===== config.mk =====
export PLATFORM = sky130hd
export DESIGN_NAME = axi4_mm_write_stage
export DESIGN_NICKNAME = d
export VERILOG_FILES = /design/src/axi4_mm_pkg.sv /design/src/axi4_mm_write_stage.sv
export SDC_FILE = /design/constraint.sdc
export NUM_CORES = 1
export LEC_CHECK = 0
export BUFFER_PORTS_ARGS = -buffer_cell sky130_fd_sc_hd__buf_2
export CAP_MARGIN = 25
export CORE_ASPECT_RATIO = 1.2
export CORE_MARGIN = 2
export CORE_UTILIZATION = 40
export DETAILED_ROUTE_END_ITERATION = 8
export GPL_TIMING_DRIVEN = 0
export PLACE_DENSITY = 0.81
export SETUP_SLACK_MARGIN = 0.4
export SYNTH_ARGS = -nofsm -noshare
export SYNTH_HDL_FRONTEND = slang
export SYNTH_SLANG_ARGS = --single-unit

===== constraint.sdc =====
create_clock -name s00_axi_aclk -period 2.3 [get_ports s00_axi_aclk]
set_input_delay 0.115 -clock s00_axi_aclk [delete_from_list [all_inputs] [get_ports s00_axi_aclk]]
set_output_delay 0.115 -clock s00_axi_aclk [all_outputs]
set_load 0.01 [all_outputs]

===== src/axi4_mm_pkg.sv =====
package axi4_mm_pkg;

	localparam int ID_W = 1;
	localparam int DATA_W = 32;
	localparam int ADDR_W = 12; // byte address
	localparam int STRB_W = DATA_W / 8;
	localparam int USER_W = 1;

	localparam int MEM_WORDS = 1024; // 4 KB of 32-bit words
	localparam int WORD_ADDR_W = $clog2(MEM_WORDS);

	localparam logic [1:0] BURST_FIXED = 2'b00;
	localparam logic [1:0] BURST_INCR = 2'b01;
	localparam logic [1:0] BURST_WRAP = 2'b10;

	localparam logic [1:0] RESP_OKAY = 2'b00;
	localparam logic [1:0] RESP_SLVERR = 2'b10;

	// one beat on the B channel
	typedef struct packed {
		logic [ID_W-1:0] id;
		logic [1:0] resp;
	} b_payload_t;

	// one beat on the R channel
	typedef struct packed {
		logic [ID_W-1:0] id;
		logic [DATA_W-1:0] data;
		logic [1:0] resp;
		logic last;
	} r_payload_t;

endpackage


===== src/axi4_mm_write_stage.sv =====
`timescale 1ns/1ps

module axi4_mm_write_stage import axi4_mm_pkg::*; (
	input logic s00_axi_aclk,
	input logic reset,
	input logic [ID_W-1:0] awid,
	input logic [ADDR_W-1:0] awaddr,
	input logic [7:0] awlen,
	input logic [1:0] awburst,
	input logic awvalid,
	output logic awready,
	input logic [DATA_W-1:0] wdata,
	input logic [STRB_W-1:0] wstrb,
	input logic wvalid,
	output logic wready,
	input logic slot_free,
	output logic mem_we,
	output logic [WORD_ADDR_W-1:0] mem_waddr,
	output logic [DATA_W-1:0] mem_wdata,
	output logic [STRB_W-1:0] mem_wstrb,
	output logic b_issue,
	output b_payload_t b_payload
);

	typedef enum logic {
		IDLE,
		DATA
	} state_t;

	state_t state;
	logic [ID_W-1:0] id_q;
	logic [WORD_ADDR_W-1:0] addr_q;
	logic [7:0] beats_left;
	logic step_q;
	logic err_q;
	logic aw_fire;
	logic w_fire;
	logic last_beat;

	assign awready = (state == IDLE);
	assign aw_fire = awvalid && awready;
	assign wready = (state == DATA) && slot_free; // B buffer must have room
	assign w_fire = wvalid && wready;
	assign last_beat = (beats_left == 8'd0); // wlast not checked

	assign mem_we = w_fire && !err_q; // wrap bursts leave memory alone
	assign mem_waddr = addr_q;
	assign mem_wdata = wdata;
	assign mem_wstrb = wstrb;

	assign b_issue = w_fire && last_beat;
	assign b_payload.id = id_q;
	assign b_payload.resp = err_q ? RESP_SLVERR : RESP_OKAY;

	always_ff @(posedge s00_axi_aclk) begin
		if (reset) begin
			state <= IDLE;
		end else begin
			case (state)
				IDLE: begin
					if (aw_fire) begin
						state <= DATA;
					end
				end
				DATA: begin
					if (b_issue) begin
						state <= IDLE;
					end
				end
				default: begin
					state <= IDLE;
				end
			endcase
		end
	end

	always_ff @(posedge s00_axi_aclk) begin
		if (aw_fire) begin
			id_q <= awid;
			addr_q <= awaddr[ADDR_W-1:2]; // byte to word index
			beats_left <= awlen;
			case (awburst)
				BURST_FIXED: begin
					step_q <= 1'b0;
					err_q <= 1'b0;
				end
				BURST_INCR: begin
					step_q <= 1'b1;
					err_q <= 1'b0;
				end
				BURST_WRAP: begin
					step_q <= 1'b0;
					err_q <= 1'b1;
				end
				default: begin
					step_q <= 1'b0; // reserved code, answered like wrap
					err_q <= 1'b1;
				end
			endcase
		end else if (w_fire) begin
			beats_left <= beats_left - 8'd1;
			if (step_q) begin
				addr_q <= addr_q + 1'b1;
			end
		end
	end

endmodule


* Word-level counts from Yosys, hierarchy flattened *
Index checks and enable logic that the tools add are counted.

word-level totals
  flip-flop bits (word level) = 22
  word-level logic and storage cells = 33

cells by class
  add/sub/neg operators = 2
  eq/ne operators = 1
  muxes and demuxes = 11
  bitwise logic cells = 1
  reduce and logical (&&, ||, !) cells = 12

operators by type and width
  kind                   count
  $mux 10                3
  $mux 8                 2
  $add 10x1->10 const B  1
  $logic_not 8->1        1
  $sub 8x1->8 const B    1
  $logic_and 1x1->1      5
  $mux 1                 4
  $reduce_bool 2->1      2
  $eq 2x1->1 const B     1
  $logic_not 2->1        1
  $mux 2                 1
  $pmux 1 s2             1
  $reduce_and 2->1       1
  $reduce_or 2->1        1
  $logic_not 1->1        1
  $not 1->1              1

* Depth between registers and ports, before layout *
  depth in word-level cells = 5
  depth in mapped cells = 6

* Worst setup path before layout *
Ideal clock, no wire load.

  path type = register -> register
  from = register state
  to = register addr_q[0], in the netlist mem_waddr[0], enable pin
  setup time = 0.391 ns
  arrival time = 1.402 ns
  setup slack = 0.507 ns
  stages on the path, launching flop included = 4
  buffers on the path = 0
  clock period less this slack = 1.793 ns
  cell sequence = dfxtp_1 -> and2_1 -> nand2_1 -> o21ai_0

on the way
  cells in the longest elaborated chain, start to end = 4
  elaborated cells on any way between the ends = 7
  those cells by class = 1 x bitwise; 6 x reduce/logical

ends and longest elaborated chain
  item                                line                        text
  from (decl)                         axi4_mm_write_stage.sv:30   state_t state;
  from (signal assigned)              axi4_mm_write_stage.sv:57   state <= IDLE;
  from (signal assigned)              axi4_mm_write_stage.sv:62   state <= DATA;
  from (signal assigned)              axi4_mm_write_stage.sv:67   state <= IDLE;
  $logic_and 1x1->1                   axi4_mm_write_stage.sv:42   assign wready = (state == DATA) && slot_free;
  named net wready                    axi4_mm_write_stage.sv:15   output logic wready,
  $logic_and 1x1->1                   axi4_mm_write_stage.sv:43   assign w_fire = wvalid && wready;
  $reduce_bool 2->1 (no source line)  n/a
  $reduce_and 2->1 (no source line)   n/a
  to (signal assigned)                axi4_mm_write_stage.sv:80   addr_q <= awaddr[ADDR_W-1:2];
  to (signal assigned)                axi4_mm_write_stage.sv:103  addr_q <= addr_q + 1'b1;
  to (decl)                           axi4_mm_write_stage.sv:32   logic [WORD_ADDR_W-1:0] addr_q;

The timed path passes the listed nets, and every way through them passes these cells.
A chain may end at the register's enable or synchronous reset.

* Final worst setup path *
  from = register beats_left[2]
  to = output port b_issue

on the way
  cells in the longest elaborated chain, start to end = 2

ends and longest elaborated chain
  item                    line                        text
  from (decl)             axi4_mm_write_stage.sv:33   logic [7:0] beats_left;
  from (signal assigned)  axi4_mm_write_stage.sv:81   beats_left <= awlen;
  from (signal assigned)  axi4_mm_write_stage.sv:101  beats_left <= beats_left - 8'd1;
  $logic_not 8->1         axi4_mm_write_stage.sv:44   assign last_beat = (beats_left == 8'd0);
  $logic_and 1x1->1       axi4_mm_write_stage.sv:51   assign b_issue = w_fire && last_beat;
  to (decl)               axi4_mm_write_stage.sv:21   output logic b_issue,

No other way between the ends.

==> results.md <==
- Run status: completed
- Mean post-synth cell area: about 9.4 um2
- Crit path arrival time: about 1.7 ns
- Critical path's top delay family: simple AND/OR/NAND/NOR gates
- Switching pwr: 0.3074 mW
- Rows: 24
- Final setup violation count: 0
- Crit path largest cell delay: around 0.55 ns
- Initial Utilization: 0.4163
- GRT Overall Usage: 0.1571
- Seq cells post-synth: 22
- Max-cap violations: 0
- Post-synth top area share: 0.4169
- Share of power burned in combinational logic: 0.271
- Gpl congestion: 0.8635
- Worst-Skew Late Latency: 0.26 ns
- Mapped Area: 1513 um2
- Final Cycle Share: 0.7987
- Placed Instances: 291
- Final period demand of the worst path: between 1.5 and 2 ns
- RSZ-0062 raised after global routing: false
- Highest clock rate: ~540 MHz
- Slowest cell on the critical path: or4_4
- Clock root buffer master: clkbuf_8
- Worst-path cell chain: or4_4 > nor4_1 > buf_2
- Type of origin of the critical path: flip-flop
- Total grt overflow: 0
- Final Non-Filler Cells: between 200 and 300
- Worst-path fanout max: 6
- Placed Area: 1971 um2
- Synth-to-layout area growth: 33.83%
- Class of the tightest hold or removal check: in -> reg
- Internal power: roughly 0.77 mW
- Largest net degree at the start of global routing: 13
- Worst vdd ir: about 0.23 mV
- Syn nets: between 200 and 250
- Number of synthesis warnings: 0
- Area leader, netlist: edfxtp_1
- Total Wirelength: 3.406 mm
- Initial antenna violation count: 0
- Clock share of power: 0.231
- Setup CP Type: reg -> out
- Htree depth: 1
- Switching share of power: 0.2849
- Top-Level Pins: 117
- Placed wire-length estimate: 2.791 mm
- P per Cell Area: 533.0 nW/um2
- Core Area: 3633 um2
- Setup TNS: 0 ns
- Post-synthesis cell count: 161
- Die ar.: 4292 um2
- Unique cell type count in the Yosys netlist: 31
- Total number of vias: between 1000 and 1500
- Port bufs: 77
- Buf/Inv on CP: 1
- Design area: 2024 um2
- Final Hold Fails: 0
- Routed WL per cell: 11.51 um
- Drt first pass iters: 4
- Number of global-route vias before repair: 1253
- Num CTS Buffers: 3
- Skew final: 0.002772 ns
- Final Slew Violations: 0
- Register area share after synthesis: 0.4301
- Sequential power share: 0.499
- First-pass GRT wire length: 5.147 mm
- Crit path required time: between 2 and 2.5 ns
- Layout cells sized above 1: 0.5205
- Initial DRC count: 35
- Crit end category: primary output
- DIE HEIGHT: 71.37 um
- DRC Markers: 0
- Clock-pin slew on the worst setup and hold paths: 0.08 ns
- Vias per Instance: about 4.7
- Width of the die: roughly 60 um
- Post-route ant nets: 0
- CTS max path bufs: 2
- N_diodes: 0
- CTS tree: yes
- Layout Nets: 312
- Clk sinks: 22
- Top post-synthesis cells by area: edfxtp_1 (42%), buf_4 (20%), o21ai_0 (4.0%)
- Leak: 0.9480 nW
cells by family after synthesis:
logic type / after synthesis / synth area share
AO/OA/AOI/OAI: 27 / 0.1026
XOR/XNOR: 6 / 0.03474
adder cells (fa/ha/maj): 3 / 0.02482
buffers and inverters: 52 / 0.2357
flip-flops: 22 / 0.4301
other: 1 / 0.002479
AND/OR/NAND/NOR: 50 / 0.1696
worst register-to-register path, stage by stage (launching register included):
cell	delay [ns]
dfxtp_1	0.36
nand2b_1	0.15
buf_4	0.16
clkbuf_2	0.21
o21ai_1	0.30
buf_4	0.25
synth_stat cells:
cell type,n
a21oi_1,4
a31oi_1,7
and2_1,1
buf_4,41
buf_6,1
clkbuf_1,2
conb_1,1
dfxtp_1,1
edfxtp_1,21
ha_1,3
inv_1,8
nand2_1,14
nand2b_1,1
nand3_1,5
nand4_1,2
nand4b_1,1
nor2_1,11
nor2b_1,1
nor3_1,1
nor3b_1,1
nor4_1,1
o211ai_1,1
o21ai_0,12
o31ai_1,2
o41ai_1,1
or3_1,6
or3_2,1
or4_1,3
or4_4,1
xnor2_1,4
xor2_1,2
repair_timing:
action | 4_1_cts | 5_1_grt
gates resized for setup | 1 | 2
buffers inserted | 0 | 1
gates cloned | 0 | 0
hold endpoints to repair | 0 | 0
endpoints found under the setup margin | 6 | 15
hold buffers | 0 | 0
placed cells by master (no fill, tap or decap), drive strengths merged, types with 5 or more instances in the layout:
master / count
buf: 121
or3: 7
a31oi: 7
nand2: 14
edfxtp: 21
inv: 8
nor2: 11
clkbuf: 6
o21ai: 12
nand3: 5
layer usage:
metal  up-vias  track usage  routed length (um)
li1        691            -                   -
met2        83       0.2971                1784
met1       601       0.1661                1200
met3         9      0.02708                 348
met4         0      0.05926                  72
met5         -            0                   0
area by class of cell:
| cell class | count | area, um2 |
|---|---|---|
| Buffer | 44 | 327.8 |
| Multi-Input combinational cell | 87 | 505.5 |
| Tap cell | 52 | 65.06 |
| Inverter | 8 | 30.03 |
| Clock buffer | 4 | 45.04 |
| Timing Repair Buffer | 79 | 400.4 |
| Fill cell | 363 | 1609 |
| Sequential cell | 22 | 650.6 |
state kept, by name (all words and copies together) (netlist names):
signal	flops
beats_left	8
state	1
id_q	1
mem_waddr	10
step_q	1
err_q	1
path summary, 6_finish.rpt:
path / start / end / slack [ns] / depth (start not counted)
hold reg to reg: state$_SDFF_PP0_ / state$_SDFF_PP0_ / 0.54 / 2
setup reg to reg: state$_SDFF_PP0_ / mem_waddr[8]$_DFFE_PP_ / 0.58 / 5
hold / removal: reset / state$_SDFF_PP0_ / 0.002 / 2
setup / recovery: beats_left[2]$_DFFE_PP_ / b_issue / 0.46 / 3
per-stage QoR:
| stage | hold WS, ns | total power [mW] | util | setup slack, ns |
|---|---|---|---|---|
| final | 0.001698 | 1.079 | 0.5572 | 0.4630 |
| after global routing | 0.01217 | 1.137 | 0.5572 | 0.4131 |
| after CTS | 0.003016 | 1.082 | 0.5548 | 0.4182 |
| after detailed placement | 0.2799 | 0.8390 | 0.5424 | 0.2815 |
| after global placement | 0.2790 | 0.8247 | 0.5403 | 0.1430 |
| after floorplan | 0.1841 | 0.7261 | - | 0.5068 |
power groups by stage:
stage / combinational (mW) / clock, mW / sequential [mW]
global route: 0.326 / 0.266 / 0.544
finish: 0.292 / 0.249 / 0.538
floorplan: 0.181 / 0 / 0.546
global placement: 0.280 / 0 / 0.545
detailed placement: 0.292 / 0 / 0.547
CTS: 0.293 / 0.251 / 0.538
No activity file was read; power rests on OpenSTA's default activity.
