[src/axi4_mm_pkg.sv]
package axi4_mm_pkg;

	localparam int ID_W = 1;
	localparam int DATA_W = 32;
	localparam int ADDR_W = 12; // byte address
	localparam int STRB_W = DATA_W / 8;
	localparam int USER_W = 1;

	localparam int MEM_WORDS = 1024; // 4 KB of 32-bit words
	localparam int WORD_ADDR_W = $clog2(MEM_WORDS);

	localparam logic [1:0] BURST_FIXED = 2'b00;
	localparam logic [1:0] BURST_INCR = 2'b01;
	localparam logic [1:0] BURST_WRAP = 2'b10;

	localparam logic [1:0] RESP_OKAY = 2'b00;
	localparam logic [1:0] RESP_SLVERR = 2'b10;

	// one beat on the B channel
	typedef struct packed {
		logic [ID_W-1:0] id;
		logic [1:0] resp;
	} b_payload_t;

	// one beat on the R channel
	typedef struct packed {
		logic [ID_W-1:0] id;
		logic [DATA_W-1:0] data;
		logic [1:0] resp;
		logic last;
	} r_payload_t;

endpackage

[src/axi4_mm_read_stage.sv]
`timescale 1ns/1ps

module axi4_mm_read_stage import axi4_mm_pkg::*; (
	input logic s00_axi_aclk,
	input logic reset,
	input logic [ID_W-1:0] arid,
	input logic [ADDR_W-1:0] araddr,
	input logic [7:0] arlen,
	input logic [1:0] arburst,
	input logic arvalid,
	output logic arready,
	input logic slot_free,
	output logic mem_re,
	output logic [WORD_ADDR_W-1:0] mem_raddr,
	output logic r_issue,
	output r_payload_t r_tag
);

	typedef enum logic {
		IDLE,
		ISSUE
	} state_t;

	state_t state;
	logic [ID_W-1:0] id_q;
	logic [WORD_ADDR_W-1:0] addr_q;
	logic [7:0] beats_left;
	logic step_q;
	logic err_q;
	logic ar_fire;
	logic last_beat;

	assign arready = (state == IDLE);
	assign ar_fire = arvalid && arready;
	assign last_beat = (beats_left == 8'd0);

	// one read per reserved slot in the R buffer
	assign r_issue = (state == ISSUE) && slot_free;
	assign mem_re = r_issue;
	assign mem_raddr = addr_q;

	assign r_tag.id = id_q;
	assign r_tag.data = '0; // filled in after the memory read
	assign r_tag.resp = err_q ? RESP_SLVERR : RESP_OKAY;
	assign r_tag.last = last_beat;

	always_ff @(posedge s00_axi_aclk) begin
		if (reset) begin
			state <= IDLE;
		end else if (ar_fire) begin
			state <= ISSUE;
		end else if (r_issue && last_beat) begin
			state <= IDLE;
		end
	end

	always_ff @(posedge s00_axi_aclk) begin
		if (ar_fire) begin
			id_q <= arid;
			addr_q <= araddr[ADDR_W-1:2];
			beats_left <= arlen;
			case (arburst)
				BURST_FIXED: begin
					step_q <= 1'b0;
					err_q <= 1'b0;
				end
				BURST_INCR: begin
					step_q <= 1'b1;
					err_q <= 1'b0;
				end
				BURST_WRAP: begin
					step_q <= 1'b0;
					err_q <= 1'b1;
				end
				default: begin
					step_q <= 1'b0;
					err_q <= 1'b1;
				end
			endcase
		end else if (r_issue) begin
			beats_left <= beats_left - 8'd1;
			if (step_q) begin
				addr_q <= addr_q + 1'b1;
			end
		end
	end

endmodule

[config.mk]
export PLATFORM = sky130hd
export DESIGN_NAME = axi4_mm_read_stage
export DESIGN_NICKNAME = d
export VERILOG_FILES = /design/src/axi4_mm_pkg.sv /design/src/axi4_mm_read_stage.sv
export SDC_FILE = /design/constraint.sdc
export NUM_CORES = 1
export LEC_CHECK = 0
export BUFFER_PORTS_ARGS = -buffer_cell sky130_fd_sc_hd__clkbuf_2
export CAP_MARGIN = 10
export CORE_UTILIZATION = 35
export DETAILED_ROUTE_END_ITERATION = 10
export GPL_TIMING_DRIVEN = 0
export SLEW_MARGIN = 10
export SYNTH_ARGS = -nofsm -noshare
export SYNTH_HDL_FRONTEND = slang
export SYNTH_SLANG_ARGS = --single-unit
[constraint.sdc]
create_clock -name s00_axi_aclk -period 3 [get_ports s00_axi_aclk]
set_clock_uncertainty 0.2 [all_clocks]
set_input_delay 0.6 -clock s00_axi_aclk [delete_from_list [all_inputs] [get_ports s00_axi_aclk]]
set_output_delay 0.6 -clock s00_axi_aclk [all_outputs]
set_load 0.01 [all_outputs]
==> Yosys cells after proc, flatten, opt, wreduce, memory -nomap -nowiden <==
Cells that the tools add are included.
{ "totals": {"ff_bits": 22, "input_bits": 27, "out_inout_bits": 49} }
{ "op_classes": {"add_sub_neg": 2, "n_eq_ne": 1, "muxes": 10, "bitwise_logic": 1, "n_reduce_logical": 10} }
{ "op_table": {"columns": ["operator", "n"], "rows": [
  ["10-bit two-way mux", 3],
  ["8-bit two-way mux", 2],
  ["10-bit by 1-bit adder with 10-bit output, second input constant", 1],
  ["8-bit logical NOT", 1],
  ["8-bit by 1-bit subtractor with 8-bit output, second input constant", 1],
  ["2-bit nonzero test", 3],
  ["1-bit two-way mux", 4],
  ["1-bit logical AND", 3],
  ["2-bit by 1-bit equality test with 1-bit output, second input constant", 1],
  ["2-bit logical NOT", 1],
  ["2-bit two-way mux", 1],
  ["2-bit AND reduction", 1],
  ["2-bit OR reduction", 1],
  ["1-bit inverter", 1]
]} }

==> Depth between registers and ports, before layout <==
Gate-level depths: netlist of the first run.
{ "logic_depth": {"depth_word": 4, "depth_mapped": 5} }

==> Worst setup path after synthesis of the first run <==
No wires, ideal clock.
{ "synth_path": {"path_kind": "register to output", "from": "reg beats_left[4]", "to": "out r_tag[0] (netlist bit)", "arrival_ns": 1.113, "path_slack_ns": 1.087, "path_stages_with_launch": 4, "path_buffers": 1, "path_cell_list": "edfxtp_1 nor4_1 and3_1 buf_4"} }
{ "synth_between": {"elab_chain_len": 1} }
{ "synth_rtl": {"columns": ["element", "line_no", "text"], "rows": [
  ["start: declaration", "axi4_mm_read_stage.sv:27", "logic [7:0] beats_left;"],
  ["start signal: assignment", "axi4_mm_read_stage.sv:61", "beats_left <= arlen;"],
  ["start signal: assignment", "axi4_mm_read_stage.sv:81", "beats_left <= beats_left - 8'd1;"],
  ["8-bit logical NOT", "axi4_mm_read_stage.sv:35", "assign last_beat = (beats_left == 8'd0);"],
  ["end: declaration", "axi4_mm_read_stage.sv:16", "output r_payload_t r_tag"]
]} }
Every way passes these cells.

==> Worst setup path after layout of the first run <==
{ "layout_path": {"from": "reg beats_left[2]", "to": "out r_tag[0] (netlist bit)"} }
Same word-level chain as after synthesis.

==> out/qor.yml, run 1 <==
routing:
  drtIter0Drc: 34
  postRouteAntennaNets: 0
  drc: 0
  wl_um: 2870
  dr.pass1.iters: 4
  wire_per_inst_um: 10.3
  routed-via-count: 1196
  via_per_inst: 4.29
cts:
  cts_hold_buf: 0
  clkTransAtPathRegs_ps: 80
  post_cts_buffers: 0
  cts-resized-gates: 0
  cts-root-buf: "clkbuf_8"
  cts_tree: "yes"
  htreeDepth: 1
  clock_path_buffers: 2
  cts_buffers: 3
  clock_latency_ps: 260
  numClockSinks: 22
sta:
  fmax_ghz: 0.410
  post-route-min-period_ps: 2440
  setup_viol: 0
  maxSlewViolCount: 0
  grt_setup_unrepaired: "no"
  fin_crit_sh_pct: 81.2
  setup_tns_ps: 0
  finalHoldViolCount: 0
synthesis:
  synth.area.top_cells: "edfxtp_1 (43%), buf_4 (20%), nand2_1 (3.9%)"
  syn-cell-area_um2: 1460
  synth_ff_type: "edfxtp_1"
  synth_common_cells: "buf_4 (39), edfxtp_1 (21), nand2_1 (15)"
  ys_warn_count: 0
  syn_avg_cell_area_um2: 9.54
  yosysSeqAreaShare_pct: 44.6
  ys_types: 31
  yosysMostFrequentCell: "buf_4"
  ys_async_sr_fraction_pct: 0
  synth_edf_count: 21
  synth_area_leader_cell: "edfxtp_1"
  synth_top_cell_area_share_pct: 43.2
  synth_cells: 153
  synth-seq-cells: 22
power:
  p_total_w: 0.000790
  vdd_drop_max_v: 0.000130
  leakagePower_nw: 0.908
  power.density_nw_per_um2: 419
floorplan:
  die_height_um: 66.6
  die_area_um2: 4430
  fp.dieW_um: 66.6
  rows: 23
  ios: 76
  core_um2: 4000
  start_util_pct: 36.5
final_layout:
  drive_above_1_share_pct: 36.2
  diodes: 0
  area.growth.synth_to_final_pct: 29.3
  layout.nets: 259
grt:
  first_global_vias: 1051
  grt_util_all_layers_pct: 13.0
  grt_overflow: 0
  grt_pass1_wl_um: 4400
  antenna_found_initial: 0
  grt_start_max_net_pins: 13
hold_path:
  hold_class: "input port to flop"
flow_run:
  cap_violations: 0
status:
  status: "complete, no violations"
setup_path:
  worstPathCellList: "nor4_1 -> and3_1 -> buf_4 -> clkbuf_2"
  path_class: "flop to output pin"
  path_buf_inv: 2
  cp.arrival_ps: 1640
  crit_path_start_kind: "flop"
  cp_top_family: "simple AND/OR/NAND/NOR gates"
  cp_slowest_cell: "edfxtp_1"
  critical_path.max_fanout: 5
  required_ps: 2200
  slowest_delay_ps: 460
  end_kind: "output pin"
place:
  gp_congestion: 0.753
  hpwlAfterDp_um: 2270
  io_buffers: 40
## cells by family after synthesis
| kind of cell | Yosys count | share of synthesized area (%) |
|---|---|---|
| XOR/XNOR | 6 | 3.60 |
| AND/OR/NAND/NOR | 51 | 17.6 |
| adder cells (fa/ha/maj) | 2 | 1.71 |
| AO/OA/AOI/OAI | 24 | 10.1 |
| other | 1 | 0.257 |
| flip-flops | 22 | 44.6 |
| buffers and inverters | 47 | 22.1 |
## worst paths after layout
check,to,slack (ps),start,depth (start not counted)
setup / recovery,r_tag[0],560,beats_left[2]$_DFFE_PP_,4
hold reg to reg,state$_SDFFE_PP0P_,330,state$_SDFFE_PP0P_,2
setup reg to reg,beats_left[7]$_DFFE_PP_,1160,beats_left[0]$_DFFE_PP_,3
hold / removal,state$_SDFFE_PP0P_,290,reset,2
## metrics by stage
| step | setup slack, ps | instances | hold slack, ps | instance area, um2 | utilization [%] |
|---|---|---|---|---|---|
| 6_report | 563 | 279 | 285 | 1890 | 47.2 |
| 5_1_grt | 448 | 279 | 291 | 1890 | 47.2 |
| 4_1_cts | 571 | 279 | 283 | 1890 | 47.2 |
| 3_5_place_dp | 863 | 275 | 324 | 1840 | 46.0 |
| 3_3_place_gp | 859 | 275 | 311 | 1840 | 46.0 |
| 2_1_floorplan | 1090 | 185 | 289 | 1580 | - |
## metal layers
metal,part of all wire (%),up-vias,track usage (%),wire [um]
met3,6.1,4,1.20,176
met4,1.2,0,5.59,34
met1,42,524,15.3,1220
li1,-,622,-,-
met2,50,46,23.7,1440
met5,0,-,0,0
## flip-flops by register name, summed over array words and instances (netlist names)
name        cells
state           1
id_q            1
step_q          1
mem_raddr      10
beats_left      8
err_q           1
## where the power goes
group          total [W]  switching [W]  internal, W
registers       0.000411      0.0000314     0.000379
clock network   0.000191      0.0000960    0.0000947
logic           0.000189      0.0000981    0.0000908
total           0.000790       0.000226     0.000565
## cells in the final DEF (no fill, tap or decap)
cell type  Yosys  final
clkbuf_2       0     40
buf_4         39     39
conb_1         1     33
edfxtp_1      21     21
nand2_1       15     15
nor2_1        10     10
o21ai_0        8      8
nand3_1        6      6
or4_1          6      6
inv_1          5      5
a31oi_1        5      5
clkbuf_1       3      4
xnor2_1        4      4
o31ai_1        3      3
nand4_1        3      3
or3_1          3      3
a21oi_1        3      3
clkbuf_8       0      3
o211ai_1       2      2
xor2_1         2      2
ha_1           2      2
nand2b_1       1      1
nor4_1         1      1
a211o_1        1      1
nor3b_1        1      1
nor3_1         1      1
and2_1         1      1
and3_1         1      1
or2_2          1      1
a21o_1         1      1
nor2b_1        1      1
a211oi_1       1      1
dfxtp_1        1      1
## final cells by class
cell class                 instances  area (um2)
sequential                        22         651
inverter                           5        18.8
timing repair buffer              40         200
tap                               50        62.6
fill                             416        2110
buffer                            42         304
multi-input combinational        116         606
clock buffer                       4        45.0
No activity file was read; power rests on OpenSTA's default activity.
==> run 2: changes to the inputs <==
--- a/config.mk
+++ b/config.mk
@@ -5,6 +5,7 @@
 export SDC_FILE = /design/constraint.sdc
 export NUM_CORES = 1
 export LEC_CHECK = 0
+export ABC_AREA = 1
 export BUFFER_PORTS_ARGS = -buffer_cell sky130_fd_sc_hd__clkbuf_2
 export CAP_MARGIN = 10
 export CORE_UTILIZATION = 35
==> constraint.sdc (replaced) <==
create_clock -name s00_axi_aclk -period 2.3 [get_ports s00_axi_aclk]
set_clock_uncertainty 0.2 [all_clocks]
set_input_delay 0.46 -clock s00_axi_aclk [delete_from_list [all_inputs] [get_ports s00_axi_aclk]]
set_output_delay 0.46 -clock s00_axi_aclk [all_outputs]
set_load 0.01 [all_outputs]
==> run 2 against run 1 <==
Compared with the run above: register-to-register slack lost 490 ps; setup slack got worse by 480 ps; combinational power is 59% higher; first-iteration DRC count is 120% higher; cell count is 14% higher; largest power group unchanged; highest routed layer unchanged.
==> out/qor.yml, run 2 <==
synthesis:
  synth_edf_count: 21  # unchanged
  ys_warn_count: 0  # unchanged
  synth-seq-cells: 22  # unchanged
  syn_avg_cell_area_um2: 8.56  # was 9.54 um2
  synth_top_cell_area_share_pct: 38.6  # was 43.2%
  syn-cell-area_um2: 1630  # was 1460 um2
  ys_async_sr_fraction_pct: 0  # unchanged
  synth_common_cells: "nand2_1 (52), buf_4 (37), edfxtp_1 (21)"  # was buf_4 (39), edfxtp_1 (21), nand2_1 (15)
  synth_ff_type: "edfxtp_1"  # unchanged
  synth_area_leader_cell: "edfxtp_1"  # unchanged
  synth.area.top_cells: "edfxtp_1 (39%), buf_4 (17%), nand2_1 (12%)"  # was edfxtp_1 (43%), buf_4 (20%), nand2_1 (3.9%)
  synth_cells: 191  # was 153
  yosysMostFrequentCell: "nand2_1"  # was buf_4
  yosysSeqAreaShare_pct: 39.8  # was 44.6%
  ys_types: 30  # was 31
cts:
  cts-root-buf: "clkbuf_8"  # unchanged
  clock_latency_ps: 270  # was 260 ps
  cts_tree: "yes"  # unchanged
  numClockSinks: 22  # unchanged
  post_cts_buffers: 0  # unchanged
  cts_buffers: 3  # unchanged
  clkTransAtPathRegs_ps: 80  # about the same
  clock_path_buffers: 2  # unchanged
  htreeDepth: 1  # unchanged
final_layout:
  largest_register_ffs: 10  # unchanged
  layout_commonest_cell: "nand2_1"  # was clkbuf_2
  drive_above_1_share_pct: 41.2  # was 36.2%
  area.growth.synth_to_final_pct: 27.5  # was 29.3%
  layout.nets: 297  # was 259
  most-common-layout-cells: "nand2_1 (52), clkbuf_2 (40), buf_4 (37), conb_1 (33), edfxtp_1 (21)"  # was clkbuf_2 (40), buf_4 (39), conb_1 (33), edfxtp_1 (21), nand2_1 (15)
  fillCellCount: 455  # was 416
  diodes: 0  # unchanged
setup_path:
  slowest_delay_ps: 420  # was 460 ps
  path_class: "flop to output pin"  # unchanged
  ff2ff_setup_slack_ps: 670  # was 1160 ps
  cp.arrival_ps: 1560  # was 1640 ps
  crit_path_start_kind: "flop"  # unchanged
  worstPathCellList: "inv_2 -> ha_2 -> nand3_2 -> nor3_4 -> buf_4 -> clkbuf_2"  # was nor4_1 -> and3_1 -> buf_4 -> clkbuf_2
  cp_top_family: "flip-flops"  # was simple AND/OR/NAND/NOR gates
  crit_path_end: "r_tag[0]"  # unchanged
  required_ps: 1640  # was 2200 ps
  cp_slowest_cell: "edfxtp_1"  # unchanged
  critPathLaunch: "beats_left[0]$_DFFE_PP_"  # was beats_left[2]$_DFFE_PP_
  critical_path.max_fanout: 4  # was 5
  cp.depth: 6  # was 4
  r2r-start: "mem_raddr[0]$_DFFE_PP_"  # was beats_left[0]$_DFFE_PP_
  end_kind: "output pin"  # unchanged
  path_buf_inv: 3  # was 2
  worst-r2r-cell-count: 8  # was 3
  reg2reg_to: "mem_raddr[8]$_DFFE_PP_"  # was beats_left[7]$_DFFE_PP_
routing:
  drtIter0Drc: 76  # was 34
  wl_met3_um: 215  # was 176 um
  dr.pass1.iters: 4  # unchanged
  wire_per_inst_um: 9.16  # was 10.3 um
  wl_met2_um: 1300  # was 1440 um
  via_per_inst: 4.01  # was 4.29
  postRouteAntennaNets: 0  # unchanged
  drc: 0  # unchanged
  routed-via-count: 1279  # was 1196
  wl_met1_um: 1350  # was 1220 um
  topRoutingLayerUsed: "met4"  # unchanged
  wl_um: 2920  # was 2870 um
grt:
  grt_pass1_wl_um: 4670  # was 4400 um
  antenna_found_initial: 0  # unchanged
  grt_util_all_layers_pct: 12.1  # was 13.0%
  grt_overflow: 0  # unchanged
  first_global_vias: 1072  # was 1051
  grt_start_max_net_pins: 13  # unchanged
sta:
  finalHoldViolCount: 0  # unchanged
  grt_setup_unrepaired: "no"  # unchanged
  setup_ws_ps: 81.0  # was 563 ps
  maxSlewViolCount: 0  # unchanged
  setup_tns_ps: 0  # unchanged
  post-route-min-period_ps: 2220
  setup_viol: 0  # unchanged
  fin_worst_hold_slack_ps: 161  # was 285 ps
  fin_crit_sh_pct: 96.5
  fmax_ghz: 0.451
place:
  gp_congestion: 0.819  # was 0.753
  place_ws_ps: 289  # was 863 ps
  hpwlAfterDp_um: 2350  # was 2270 um
  io_buffers: 40  # unchanged
hold_path:
  hold_class: "input port to flop"  # unchanged
  hp-start: "arid"  # was reset
floorplan:
  rows: 24  # was 23
  start_util_pct: 37.0  # was 36.5%
  core_um2: 4410  # was 4000 um2
  die_height_um: 70.3  # was 66.6 um
  ios: 76  # unchanged
  die_area_um2: 4950  # was 4430 um2
  fp.dieW_um: 70.3  # was 66.6 um
power:
  power.density_nw_per_um2: 541  # was 419 nW/um2
  leakagePower_nw: 1.14  # was 0.908 nW
  p_total_w: 0.00113  # was 0.000790 W
  vdd_drop_max_v: 0.000204  # was 0.000130 V
flow_run:
  cap_violations: 0  # unchanged
status:
  status: "complete, no violations"  # unchanged
## run 2: cell types whose count changed after synthesis, moves of 5 or more
cell     change
inv_1       +10
inv_2        +5
nand3_1      +6
o21ai_2      +6
o21ai_0      -8
or4_1        -6
nand2_1     +37
## run 2: worst min path at each step
stage | end | slack [ps] | cells past startpoint
6_report | id_q$_DFFE_PP_ | 160 | 1
5_1_grt | id_q$_DFFE_PP_ | 160 | 1
4_1_cts | id_q$_DFFE_PP_ | 160 | 1
3_5_place_dp | state$_SDFFE_PP0P_ | 340 | 2
3_3_place_gp | state$_SDFFE_PP0P_ | 330 | 2
2_1_floorplan | state$_SDFFE_PP0P_ | 320 | 2
## run 2: kinds of logic after synthesis
logic type	share of synthesized area (%)
AND/OR/NAND/NOR	25.7
buffers and inverters	24.4
other	0.229
adder cells (fa/ha/maj)	1.53
flip-flops	39.8
XOR/XNOR	1.07
AO/OA/AOI/OAI	7.20
## run 2: per-stage QoR
| step | instance area [um2] | utilization, % | std cells |
|---|---|---|---|
| 2_1_floorplan | 1750 | - | 223 |
| 3_3_place_gp | 2020 | 45.7 | 315 |
| 3_5_place_dp | 2020 | 45.7 | 315 |
| 4_1_cts | 2080 | 47.1 | 319 |
| 5_1_grt | 2080 | 47.2 | 319 |
| 6_report | 2080 | 47.2 | 319 |
## run 2: worst register-to-register path: cells and delay by family (launching register included)
kind / cells / cell delay [ps]
DFF: 1 / 470
and+or+nand+nor: 7 / 490
adders and majority gates: 1 / 230
## run 2: repair_timing
action	CTS	global route
resized for setup	1	2
hold buffers	0	0
endpoints found under the setup margin	1	1
## run 2: routing by layer
metal,global-route usage [%],vias to the layer above
li1,-,698
met3,2.02,5
met4,6.67,0
met1,15.4,528
met5,0,-
met2,19.5,48
## run 2: final cells by class
type                            count  area, um2  area share (%)
Timing Repair Buffer               40        200            9.61
Sequential cell                    22        651            31.2
Buffer                             41        318            15.3
Inverter                           21       81.3            3.90
Clock buffer                        4       55.1            2.64
Tap cell                           52       65.1            3.12
Multi-Input combinational cell    139        713            34.2
## run 2: power by group
group | leakage [nW] | internal [W] | switching [W]
sequential | 0.212 | 0.000494 | 0.0000385
clock | 0.0288 | 0.000153 | 0.000140
combinational | 0.898 | 0.000135 | 0.000166
