$ cat src/axi4_mm_out_buffer.sv
`timescale 1ns/1ps

module axi4_mm_out_buffer #(
	parameter type payload_t = logic
) (
	input logic s00_axi_aclk,
	input logic reset,
	input logic issue,
	output logic slot_free,
	input logic in_valid,
	input payload_t in_payload,
	output logic out_valid,
	input logic out_ready,
	output payload_t out_payload
);

	payload_t slots [2];
	logic wr_ptr;
	logic rd_ptr;
	logic [1:0] count;
	logic [1:0] pending; // reserved, payload not here yet
	logic pop;

	assign out_valid = (count != 2'd0);
	assign out_payload = slots[rd_ptr];
	assign pop = out_valid && out_ready;

	// the entry leaving this cycle already counts as free
	assign slot_free = ({1'b0, count} + {1'b0, pending} - {2'b00, pop}) < 3'd2;

	always_ff @(posedge s00_axi_aclk) begin
		if (reset) begin
			wr_ptr <= 1'b0;
			rd_ptr <= 1'b0;
			count <= 2'd0;
			pending <= 2'd0;
		end else begin
			if (in_valid) begin
				wr_ptr <= ~wr_ptr;
			end
			if (pop) begin
				rd_ptr <= ~rd_ptr;
			end
			count <= count + {1'b0, in_valid} - {1'b0, pop};
			pending <= pending + {1'b0, issue} - {1'b0, in_valid};
		end
	end

	always_ff @(posedge s00_axi_aclk) begin
		if (in_valid) begin
			slots[wr_ptr] <= in_payload;
		end
	end

endmodule

$ cat config.mk
export PLATFORM = sky130hd
export DESIGN_NAME = axi4_mm_out_buffer
export DESIGN_NICKNAME = d
export VERILOG_FILES = /design/src/axi4_mm_out_buffer.sv
export SDC_FILE = /design/constraint.sdc
export NUM_CORES = 1
export LEC_CHECK = 0
export BUFFER_PORTS_ARGS = -buffer_cell sky130_fd_sc_hd__clkbuf_2
export CORE_AREA = 2 2 39 41
export CTS_CLUSTER_SIZE = 10
export DETAILED_ROUTE_END_ITERATION = 10
export DIE_AREA = 0 0 41 43
export GPL_TIMING_DRIVEN = 0
export PLACE_DENSITY = 0.53
export SYNTH_ARGS = -nofsm -noshare
export SYNTH_HDL_FRONTEND = slang
export SYNTH_SLANG_ARGS = --single-unit
$ cat constraint.sdc
create_clock -name s00_axi_aclk -period 1.51 [get_ports s00_axi_aclk]
set_input_delay 0.151 -clock s00_axi_aclk [delete_from_list [all_inputs] [get_ports s00_axi_aclk]]
set_output_delay 0.151 -clock s00_axi_aclk [all_outputs]
set_load 0.01 [all_outputs]
**After elaboration in Yosys (flattened, before gate mapping)**

Memory sizes are Yosys's and may differ from the RTL's. A register that Yosys moved wholly into a read port is not among the register bits.
Cells that the tools add are included.

- Add/sub/neg operators: 6
- Magnitude comparators: 1
- Muxes and demuxes: 4
- Bitwise logic cells: 2
- Reduce and logical (&&, ||, !) cells: 2

Operators with widths:

| kind | count |
|---|---|
| adder 2 x 1 -> 2 bit | 2 |
| 2-to-1 mux 1 bit | 4 |
| subtractor 2 x 1 -> 2 bit | 2 |
| adder 2 x 2 -> 3 bit | 1 |
| < comparator 3 x 2 -> 1 bit, second input constant | 1 |
| subtractor 3 x 1 -> 3 bit | 1 |
| inverter 1 bit | 2 |
| nonzero test 2 bit | 1 |
| logical AND 1 bit | 1 |

- Register bits after elaboration: 6
- Memory bits (writable): 2
- Input bits: 6
- Output and inout bits: 3
- Word-level logic and storage cells: 20
- Memories kept: 1

Memories:

| name | depth | bits a word | read ports | clocked after Yosys merged registers in | wr ports | line | source |
|---|---|---|---|---|---|---|---|
| slots | 2 | 1 | 1 | 1 | 1 | 17 | `payload_t slots [2];` |

**Logic depth before layout (Yosys ltp)**

Gate-level depths: netlist (run 1).

- Word-level depth: 4
- Mapped depth: 7
- Depth with buffers taken out: 7

**Worst setup path before layout (run 1)**

No wires, ideal clock.

- Path type: register -> output
- Start point: register count[1]
- End point: output port slot_free
- Arrival: 1.493 ns
- Data required time: 1.359 ns
- Setup slack: -0.134 ns
- Cell stages (with the launch flop): 6
- Path buffers: 0
- Cells stage by stage: dfxtp_1 -> inv_1 -> ha_1 -> fa_1 -> xor2_1 -> and2_1

- Longest elaborated chain between the ends: 4
- Elaborated cells between the ends (all ways): 5
- Classes of those cells: add/sub (2); order compare (1); reduce/logical (2)

RTL lines:

| item | line | source |
|---|---|---|
| start, declared | 20 | `logic [1:0] count;` |
| start signal, assigned | 44 | `count <= count + {1'b0, in_valid} - {1'b0, pop};` |
| branches (longest 2 deep; another with adder 2 x 2 -> 3 bit) | n/a |  |
| subtractor 3 x 1 -> 3 bit (*) | 29 | `assign slot_free = ({1'b0, count} + {1'b0, pending} - {2'b00, pop}) < 3'd2;` |
| < comparator 3 x 2 -> 1 bit (*) | 29 |  |
| end, declared | 9 | `output logic slot_free,` |

Mark *: on every way between the ends.

**Worst setup path after layout (run 1)**

Ends and elaborated chain as after synthesis.

==> impl_metrics.yaml, run 1 <==
outcome:
  status: "finished with violations"
  violations: "negative setup slack"
routing:
  routed_wl_um: 606
  wl_per_cell_um: 8.19
  drtIter0Drc: 2
  dr.pass1.iters: 4
  drc_errors: 0
  antenna_left: 0
  num_vias: 321
  via_per_inst: 4.34
hold_path:
  whs_endpoint: "slots[0]"
  hp-class: "input port to flip-flop"
  holdCritStartpoint: "in_payload"
  hold_depth: 1
floorplanning:
  row_count: 14
  die_y_um: 43
  die_x_um: 41
  ioPinCount: 9
  die-area_um2: 1760
  initial_utilization_pct: 33.4
  core_area_um2: 1380
global_routing:
  antenna_found_initial: 0
  met2_usage_pct: 13.1
  busiest_layer: "met1"
  use_met1_pct: 13.2
  grt_max_degree: 9
  grt.total_usage_pct: 10.7
  grt_pass1_vias: 321
  gr-total-overflow: 0
  grt_pass1_wl_um: 1190
  use_met3_pct: 6.28
worst_setup_path:
  crit_family: "adder cells"
  critPathBufInv: 2
  cpMaxStageDelayCell: "fa_2"
  critical-path-max-stage-delay_ns: 0.55
  path_cells: "inv_2, ha_4, fa_2, and2_4, buf_6"
  crit_fanout: 3
  r2r_slack_ns: 0.17
  worstPathArrival_ns: 1.65
  crit_type: "flip-flop to output port"
  r2r_cells: 7
  cp_data_required_time_ns: 1.36
  worstReg2RegStart: "pending[0]"
  timing.rr.end: "pending[1]"
  start_kind: "flip-flop"
  end_kind: "output port"
sta:
  tightestPinTransition_ns: 0.180
  setup_viol: 1
  fmax_mhz: 556
  period_needed_ns: 1.80
  hold_ws_ns: 0.0788
  layout_setup_ws_ns: -0.289
  period_share_pct: 119
  hold_violations: 0
  finClkSkew_ns: 0.00651
  finalMaxSlewViolations: 0
  rsz0062_at_grt: "true"
  slew_headroom_pct: 87.9
placed_design:
  gp_congestion: 0.629
  dp_hpwl_um: 506
  port-buffer-count: 8
power_and_ir_drop:
  p_int_w: 0.000518
  pwr-share-comb_pct: 34.3
  p_seq_share_pct: 40.5
  p_per_area_nw_per_um2: 1230
  worst_ir_drop_vdd_mv: 0.493
  clockPowerShare_pct: 25.2
  p_sw_share_pct: 27.8
  power.total_w: 0.000717
  switchingPower_w: 0.000199
  p_leak_nw: 0.259
clock_tree:
  cts_root_buf: "clkbuf_4"
  cts.sinks: 9
  cts-hold-fix-buffers: 0
  clk_path_buf_depth: 2
  cts-buffers-inserted: 3
  cts_tree: "done"
  clk_latency_ns: 0.26
  clkTransAtPathRegs_ns: 0.06
  cts_max_level: 1
finish:
  nNetsFinal: 70
  area_growth_syn_to_layout_pct: 26.3
  n_antenna_cell: 0
  drive_gt1_share_pct: 39.7
flow_run:
  drv_cap: 0
synthesis:
  netlist_area_um2: 462
  yosys_register_bits: 9
  syn-num-nets: 56
  postSynthAreaPerCell_um2: 10.3
  yosysUniqueCellTypes: 20
  synth_warnings: 0
  synth-seq-area-share_pct: 43.4
  synth_cells: 45
[cells in the final DEF (no fill, tap or decap)]
cell,Yosys,routed
and2b_1,1,1
dfxtp_1,7,5
edfxtp_1,2,2
nand2_1,1,1
clkbuf_4,0,3
ha_4,0,1
buf_4,0,1
nor2b_1,2,2
fa_2,0,1
xnor2_1,3,3
o21ai_2,1,1
ha_1,4,3
a31o_1,1,1
and2_4,0,1
nor2_1,6,6
dfxtp_2,0,2
clkinv_2,0,1
inv_1,4,2
nand2b_1,2,2
o21ai_0,1,1
inv_2,0,2
and2_1,2,1
a21oi_1,1,1
or2_2,1,1
clkbuf_2,0,7
or2b_1,1,1
xor2_1,3,3
mux2_2,1,1
buf_6,0,1
[power by group through the flow]
stage	Sequential (W)	Clock, W	Combinational [W]
global route	0.000293	0.000207	0.000286
floorplan	0.000291	0	0.000153
detailed placement	0.000294	0	0.000206
finish	0.000290	0.000181	0.000246
CTS	0.000290	0.000192	0.000207
global placement	0.000293	0	0.000200
[metrics by stage]
step | area, µm² | worst slack (ns) | setup TNS (ns) | cells | utilization (%)
global placement | 538 | -0.0905 | -0.0905 | 69 | 38.9
CTS | 574 | -0.286 | -0.286 | 74 | 41.5
floorplan | 478 | 0.0395 | 0 | 45 | -
finish | 583 | -0.289 | -0.289 | 74 | 42.1
detailed placement | 538 | -0.0917 | -0.0917 | 69 | 38.9
global route | 583 | -0.369 | -0.369 | 74 | 42.1
[worst max path at each step]
stage / end / slack (ns) / cells past startpoint / from
floorplan: slot_free / 0.04 / 5 / count[1]
global placement: slot_free / -0.09 / 6 / count[1]
detailed placement: slot_free / -0.09 / 6 / count[1]
CTS: slot_free / -0.29 / 6 / pending[0]
global route: slot_free / -0.37 / 5 / count[1]
finish: slot_free / -0.29 / 5 / count[1]
[final cells by class]
cell class                      count  area (µm²)
Sequential cell                     9         203
Multi-Input combinational cell     32         264
Clock buffer                        3        22.5
Fill cell                         142         801
Inverter                            4        15.0
Tap cell                           16        20.0
Clock inverter                      1        5.00
Timing Repair Buffer                9        53.8
[logic make-up (layout without fill, tap and decap cells)]
family                   count (synthesis)  in the layout  share of synthesized area (%)
AND/OR/NAND/NOR                         16             16                           18.4
AO/OA/AOI/OAI                            4              4                           5.96
buffers and inverters                    4             17                           3.25
adder cells (fa/ha/maj)                  5              5                           15.2
multiplexers                             1              1                           2.44
flip-flops                               9              9                           43.4
XOR/XNOR                                 6              6                           11.4
[synthesized netlist by cell type]
cell type / number / share of area (%)
o21ai_0: 1 / 1.1
mux2_2: 1 / 2.4
nor2b_1: 2 / 2.7
fa_1: 1 / 4.3
o21ai_2: 1 / 1.9
edfxtp_1: 2 / 13
or2_2: 1 / 1.4
inv_1: 4 / 3.3
nand2b_1: 2 / 2.7
dfxtp_1: 7 / 30
and2_1: 2 / 2.7
a31o_1: 1 / 1.9
xnor2_1: 3 / 5.7
ha_1: 4 / 11
nand2_1: 1 / 0.81
xor2_1: 3 / 5.7
and2b_1: 1 / 1.6
or2b_1: 1 / 1.6
a21oi_1: 1 / 1.1
nor2_1: 6 / 4.9
[timing repair]
action                     4_1_cts  5_1_grt
pin swaps                        3        2
setup endpoints to repair        1        1
resized for setup                3        3
setup buffers                    1        0
[layer usage]
metal	up-vias	routed length, µm
met2	5	270
li1	175	-
met1	141	300
met3	0	35
met4	0	0
met5	-	0
Power figures use the tool's default switching activity.
==> run 2: changes to the inputs <==
--- a/config.mk
+++ b/config.mk
@@ -12,6 +12,7 @@
 export DIE_AREA = 0 0 41 43
 export GPL_TIMING_DRIVEN = 0
 export PLACE_DENSITY = 0.53
+export REMOVE_ABC_BUFFERS = 1
 export SYNTH_ARGS = -nofsm -noshare
 export SYNTH_HDL_FRONTEND = slang
 export SYNTH_SLANG_ARGS = --single-unit
==> constraint.sdc (replaced) <==
create_clock -name s00_axi_aclk -period 1.51 [get_ports s00_axi_aclk]
set_input_delay 0.151 -clock s00_axi_aclk [delete_from_list [all_inputs] [get_ports s00_axi_aclk]]
set_output_delay 0.151 -clock s00_axi_aclk [all_outputs]
set_load 0.02 [all_outputs]
==> run 2 against run 1 <==
Net effect:
- the run still ends with negative setup slack left
- maximum frequency down 0.47%
- largest cell class unchanged
- non-clock buffer count is 2 higher
- sequential power rose by 2%
- critical path depth up 1
- highest routed layer is now met4
==> impl_metrics.yaml, run 2 (synthesized netlist as in run 1, its figures left out) <==
sta:
  finClkSkew_ns: 0.00466
  layout_setup_ws_ns: -0.297
  finalMaxSlewViolations: 0
  period_needed_ns: 1.81
  period_share_pct: 120
  totalNegativeSetupSlack_ns: -0.297
  slew_headroom_pct: 87.0
  setup_viol: 1
  rsz0062_at_grt: "true"
  fmax_mhz: 553
  hold_violations: 0
  tightestPinTransition_ns: 0.193
floorplanning:
  ioPinCount: 9
  die-area_um2: 1760
  die_y_um: 43
  die_x_um: 41
  initial_utilization_pct: 33.4
  row_count: 14
  core_area_um2: 1380
placed_design:
  port-buffer-count: 8
  placed_area_um2: 522
  gp_congestion: 0.618
  place_ws_ns: -0.321
  dp_hpwl_um: 523
worst_setup_path:
  cpMaxStageDelayCell: "fa_2"
  critical-path-max-stage-delay_ns: 0.52
  cp_data_required_time_ns: 1.36
  start_kind: "flip-flop"
  worstPathArrival_ns: 1.66
  path_cells: "buf_6, o21ai_4, nor2_4, fa_2, and2_4, buf_8"
  end_kind: "output port"
  worstReg2RegStart: "pending[0]"
  crit_fanout: 2
  r2r_cells: 7
  timing.rr.end: "pending[1]"
  critPathBufInv: 2
  r2r_slack_ns: 0.14
  crit_type: "flip-flop to output port"
  crit_family: "adder cells"
clock_tree:
  cts_max_level: 1
  cts.sinks: 9
  cts-hold-fix-buffers: 0
  clk_path_buf_depth: 2
  cts-buffers-inserted: 3
  cts_root_buf: "clkbuf_4"
  clk_latency_ns: 0.26
  clkTransAtPathRegs_ns: 0.06
  cts_tree: "done"
global_routing:
  grt_pass1_wl_um: 1300
  antenna_found_initial: 0
  grt.total_usage_pct: 12.0
  gr-total-overflow: 0
  grt_max_degree: 9
  grt_pass1_vias: 312
finish:
  drive_gt1_share_pct: 43.3
  utilization_pct: 45.0
  nNetsFinal: 72
  layout_commonest_cell: "clkbuf_2"
  layout_common_cells: "7 x clkbuf_2, 5 x nor2_1, 4 x dfxtp_1"
  final_area_um2: 623
  area_growth_syn_to_layout_pct: 35.0
  n_antenna_cell: 0
hold_path:
  hold_depth: 1
  holdCritStartpoint: "in_payload"
  hp-class: "input port to flip-flop"
  whs_endpoint: "slots[1]"
outcome:
  status: "finished with violations"
  violations: "negative setup slack"
routing:
  via_per_inst: 4.30
  dr.pass1.iters: 1
  antenna_left: 0
  num_vias: 327
  routed_wl_um: 739
  drtIter0Drc: 0
  drc_errors: 0
  wl_per_cell_um: 9.72
power_and_ir_drop:
  power.total_w: 0.000771
  p_per_area_nw_per_um2: 1240
  worst_ir_drop_vdd_mv: 0.515
  p_leak_nw: 0.270
flow_run:
  drv_cap: 0
-- run 2: cell count changes in the layout (fill, tap and decap cells not counted), sizes merged --
| cell | delta |
|---|---|
| buf | +2 |
| clkbuf | +1 |
| clkinv | -1 |
-- run 2: what timing repair did --
action                     4_1_cts  5_1_grt
setup buffers                    3        0
setup endpoints to repair        1        1
pin swaps                        6        3
resized for setup               10        6
-- run 2: how the worst max path moves through the flow --
stage	end	slack [ns]	start	depth (start not counted)
after floorplan	slot_free	-0.18	count[1]	5
after global placement	slot_free	-0.31	count[1]	6
after detailed placement	slot_free	-0.32	count[1]	6
after CTS	slot_free	-0.35	count[1]	6
after global routing	slot_free	-0.37	count[1]	6
final	slot_free	-0.30	count[1]	6
-- run 2: report_power, final --
group	total, W	internal (W)	switching (W)	leakage (nW)
Clock	0.000182	0.000102	0.0000802	0.0150
Sequential	0.000295	0.000277	0.0000180	0.0780
Combinational	0.000295	0.000166	0.000129	0.177
Total	0.000771	0.000544	0.000227	0.270
-- run 2: stage by stage --
stage          instances  hold slack, ns
2_1_floorplan         45           0.223
3_3_place_gp          69           0.343
3_5_place_dp          69           0.355
4_1_cts               76          0.0809
5_1_grt               76          0.0806
6_report              76          0.0885
-- run 2: area by class of cell --
cell class                 count  area (µm²)
fill                         144         761
multi-input combinational     32         279
sequential                     9         206
timing repair buffer          11        76.3
clock buffer                   4        26.3
tap                           16        20.0
inverter                       4        15.0
-- run 2: layer usage --
metal	global-route usage (%)	vias up	wire length [µm]
li1	-	176	-
met1	13.7	144	323
met2	15.6	5	377
met3	4.71	2	29
met4	12.0	0	8
met5	0	-	0
==> run 3: changes to the inputs <==
--- a/config.mk
+++ b/config.mk
@@ -11,7 +11,7 @@
 export DETAILED_ROUTE_END_ITERATION = 10
 export DIE_AREA = 0 0 41 43
 export GPL_TIMING_DRIVEN = 0
-export PLACE_DENSITY = 0.53
+export PLACE_DENSITY = 0.51
 export REMOVE_ABC_BUFFERS = 1
 export SYNTH_ARGS = -nofsm -noshare
 export SYNTH_HDL_FRONTEND = slang
==> constraint.sdc (replaced) <==
create_clock -name s00_axi_aclk -period 2.2 [get_ports s00_axi_aclk]
set_input_delay 0.22 -clock s00_axi_aclk [delete_from_list [all_inputs] [get_ports s00_axi_aclk]]
set_output_delay 0.22 -clock s00_axi_aclk [all_outputs]
set_load 0.02 [all_outputs]
==> run 3 against run 2 <==
Net effect:
- the flow now finishes without violations
- sequential power fell by 33%
- die area did not move
- routed wire length shrank 17%
- total power shrank 40%
- first-iteration DRC count increased by 2
- core utilization decreased by 5.2 points
- sequential cell count did not move
- setup slack gained 0.41 ns
- register-to-register slack improved by 0.69 ns
- combinational power shrank 53%
- largest power group unchanged
==> impl_metrics.yaml, run 3 (synthesized netlist as in run 1, its figures left out) <==
worst_setup_path:
  worstReg2RegStart: "pending[0]"
  r2r_cells: 7
  critical-path-max-stage-delay_ns: 0.44
  crit_family: "adder cells"
  critPathBufInv: 2
  worstPathArrival_ns: 1.87
  crit_fanout: 5
  crit_type: "flip-flop to output port"
  cpMaxStageDelayCell: "fa_1"
  start_kind: "flip-flop"
  path_cells: "inv_1, ha_1, fa_1, xor2_1, and2_1, buf_2"
  end_kind: "output port"
  timing.rr.end: "pending[1]"
  cp_data_required_time_ns: 1.98
  r2r_slack_ns: 0.83
finish:
  utilization_pct: 39.9
  layout_commonest_cell: "clkbuf_2"
  fill_cells: 151
  drive_gt1_share_pct: 26.3
  seqCellArea_um2: 204
  layout_common_cells: "7 x clkbuf_2, 6 x nor2_1, 6 x dfxtp_1"
  nNetsFinal: 69
  n_antenna_cell: 0
  multiInputGateArea_um2: 246
  area_growth_syn_to_layout_pct: 19.5
  final_area_um2: 552
clock_tree:
  cts_root_buf: "clkbuf_4"
  clkTransAtPathRegs_ns: 0.06
  clk_path_buf_depth: 2
  clk_latency_ns: 0.26
  post_cts_buffers: 0
  cts_tree: "done"
  cts.sinks: 9
  post_cts_resized: 0
  cts-hold-fix-buffers: 0
  cts-buffers-inserted: 3
  cts_max_level: 1
hold_path:
  hold_depth: 1
  whs_endpoint: "slots[1]"
  hp-class: "input port to flip-flop"
  holdCritStartpoint: "in_payload"
floorplanning:
  initial_utilization_pct: 33.4
  row_count: 14
  die_x_um: 41
  ioPinCount: 9
  core_area_um2: 1380
  die_y_um: 43
  die-area_um2: 1760
global_routing:
  grt_max_degree: 9
  antenna_found_initial: 0
  gr-total-overflow: 0
  grt_pass1_vias: 256
  grt_pass1_wl_um: 1020
  grt.total_usage_pct: 9.52
sta:
  slew_headroom_pct: 87.0
  setup_viol: 0
  totalNegativeSetupSlack_ns: 0
  finalMaxSlewViolations: 0
  hold_violations: 0
  tightestPinTransition_ns: 0.192
  rsz0062_at_grt: "false"
  fmax_mhz: 478
  finClkSkew_ns: 0.00442
  period_share_pct: 95.1
  period_needed_ns: 2.09
placed_design:
  port-buffer-count: 8
  gp_congestion: 0.648
  dp_hpwl_um: 502
  placed_area_um2: 522
routing:
  dr.pass1.iters: 4
  via_per_inst: 4.14
  num_vias: 302
  antenna_left: 0
  drc_errors: 0
  wl_per_cell_um: 8.42
  routed_wl_um: 615
  drtIter0Drc: 2
power_and_ir_drop:
  worst_ir_drop_vdd_mv: 0.242
  p_per_area_nw_per_um2: 835
  p_leak_nw: 0.247
flow_run:
  drv_cap: 0
outcome:
  status: "completed"
[run 3: worst reg2reg max path, cell delays in order, from the launching register on]
cell and delay [ns]:
dfxtp_1 0.38, inv_1 0.06, ha_1 0.26, inv_1 0.03
ha_1 0.17, xnor2_1 0.17, xnor2_1 0.14, nor2_1 0.05
[run 3: metrics by stage]
step	worst slack (ns)	hold WS (ns)	power (W)	cells
CTS	0.0183	0.150	0.000475	73
global route	0.0175	0.149	0.000504	73
finish	0.108	0.163	0.000461	73
floorplan	0.443	0.292	0.000307	45
global placement	0.314	0.413	0.000341	69
detailed placement	0.310	0.419	0.000346	69
[run 3: how the worst max path moves through the flow]
stage / from / end / slack (ns) / cells past startpoint
after global routing: count[1] / slot_free / 0.02 / 6
after floorplan: count[1] / slot_free / 0.44 / 5
final: count[1] / slot_free / 0.11 / 6
after CTS: count[1] / slot_free / 0.02 / 6
after detailed placement: count[1] / slot_free / 0.31 / 6
after global placement: count[1] / slot_free / 0.31 / 6
[run 3: metal layers]
layer / wire, µm / global-route usage (%)
met5: 0 / 0
met4: 9 / 12.0
met3: 21 / 1.57
met2: 271 / 10.3
met1: 313 / 13.2
[run 3: cell type report]
| class | instances | share of cell area, % |
|---|---|---|
| clock buffer | 4 | 4.76 |
| inverter | 4 | 2.72 |
| multi-input combinational | 32 | 44.7 |
| sequential | 9 | 37.0 |
| tap | 16 | 3.63 |
| timing repair buffer | 8 | 7.26 |
[run 3: where the power goes]
| group | internal, W | leakage (nW) | switching [W] |
|---|---|---|---|
| clock network | 0.0000696 | 0.0150 | 0.0000535 |
| registers | 0.000187 | 0.0774 | 0.0000105 |
| logic | 0.0000666 | 0.155 | 0.0000733 |
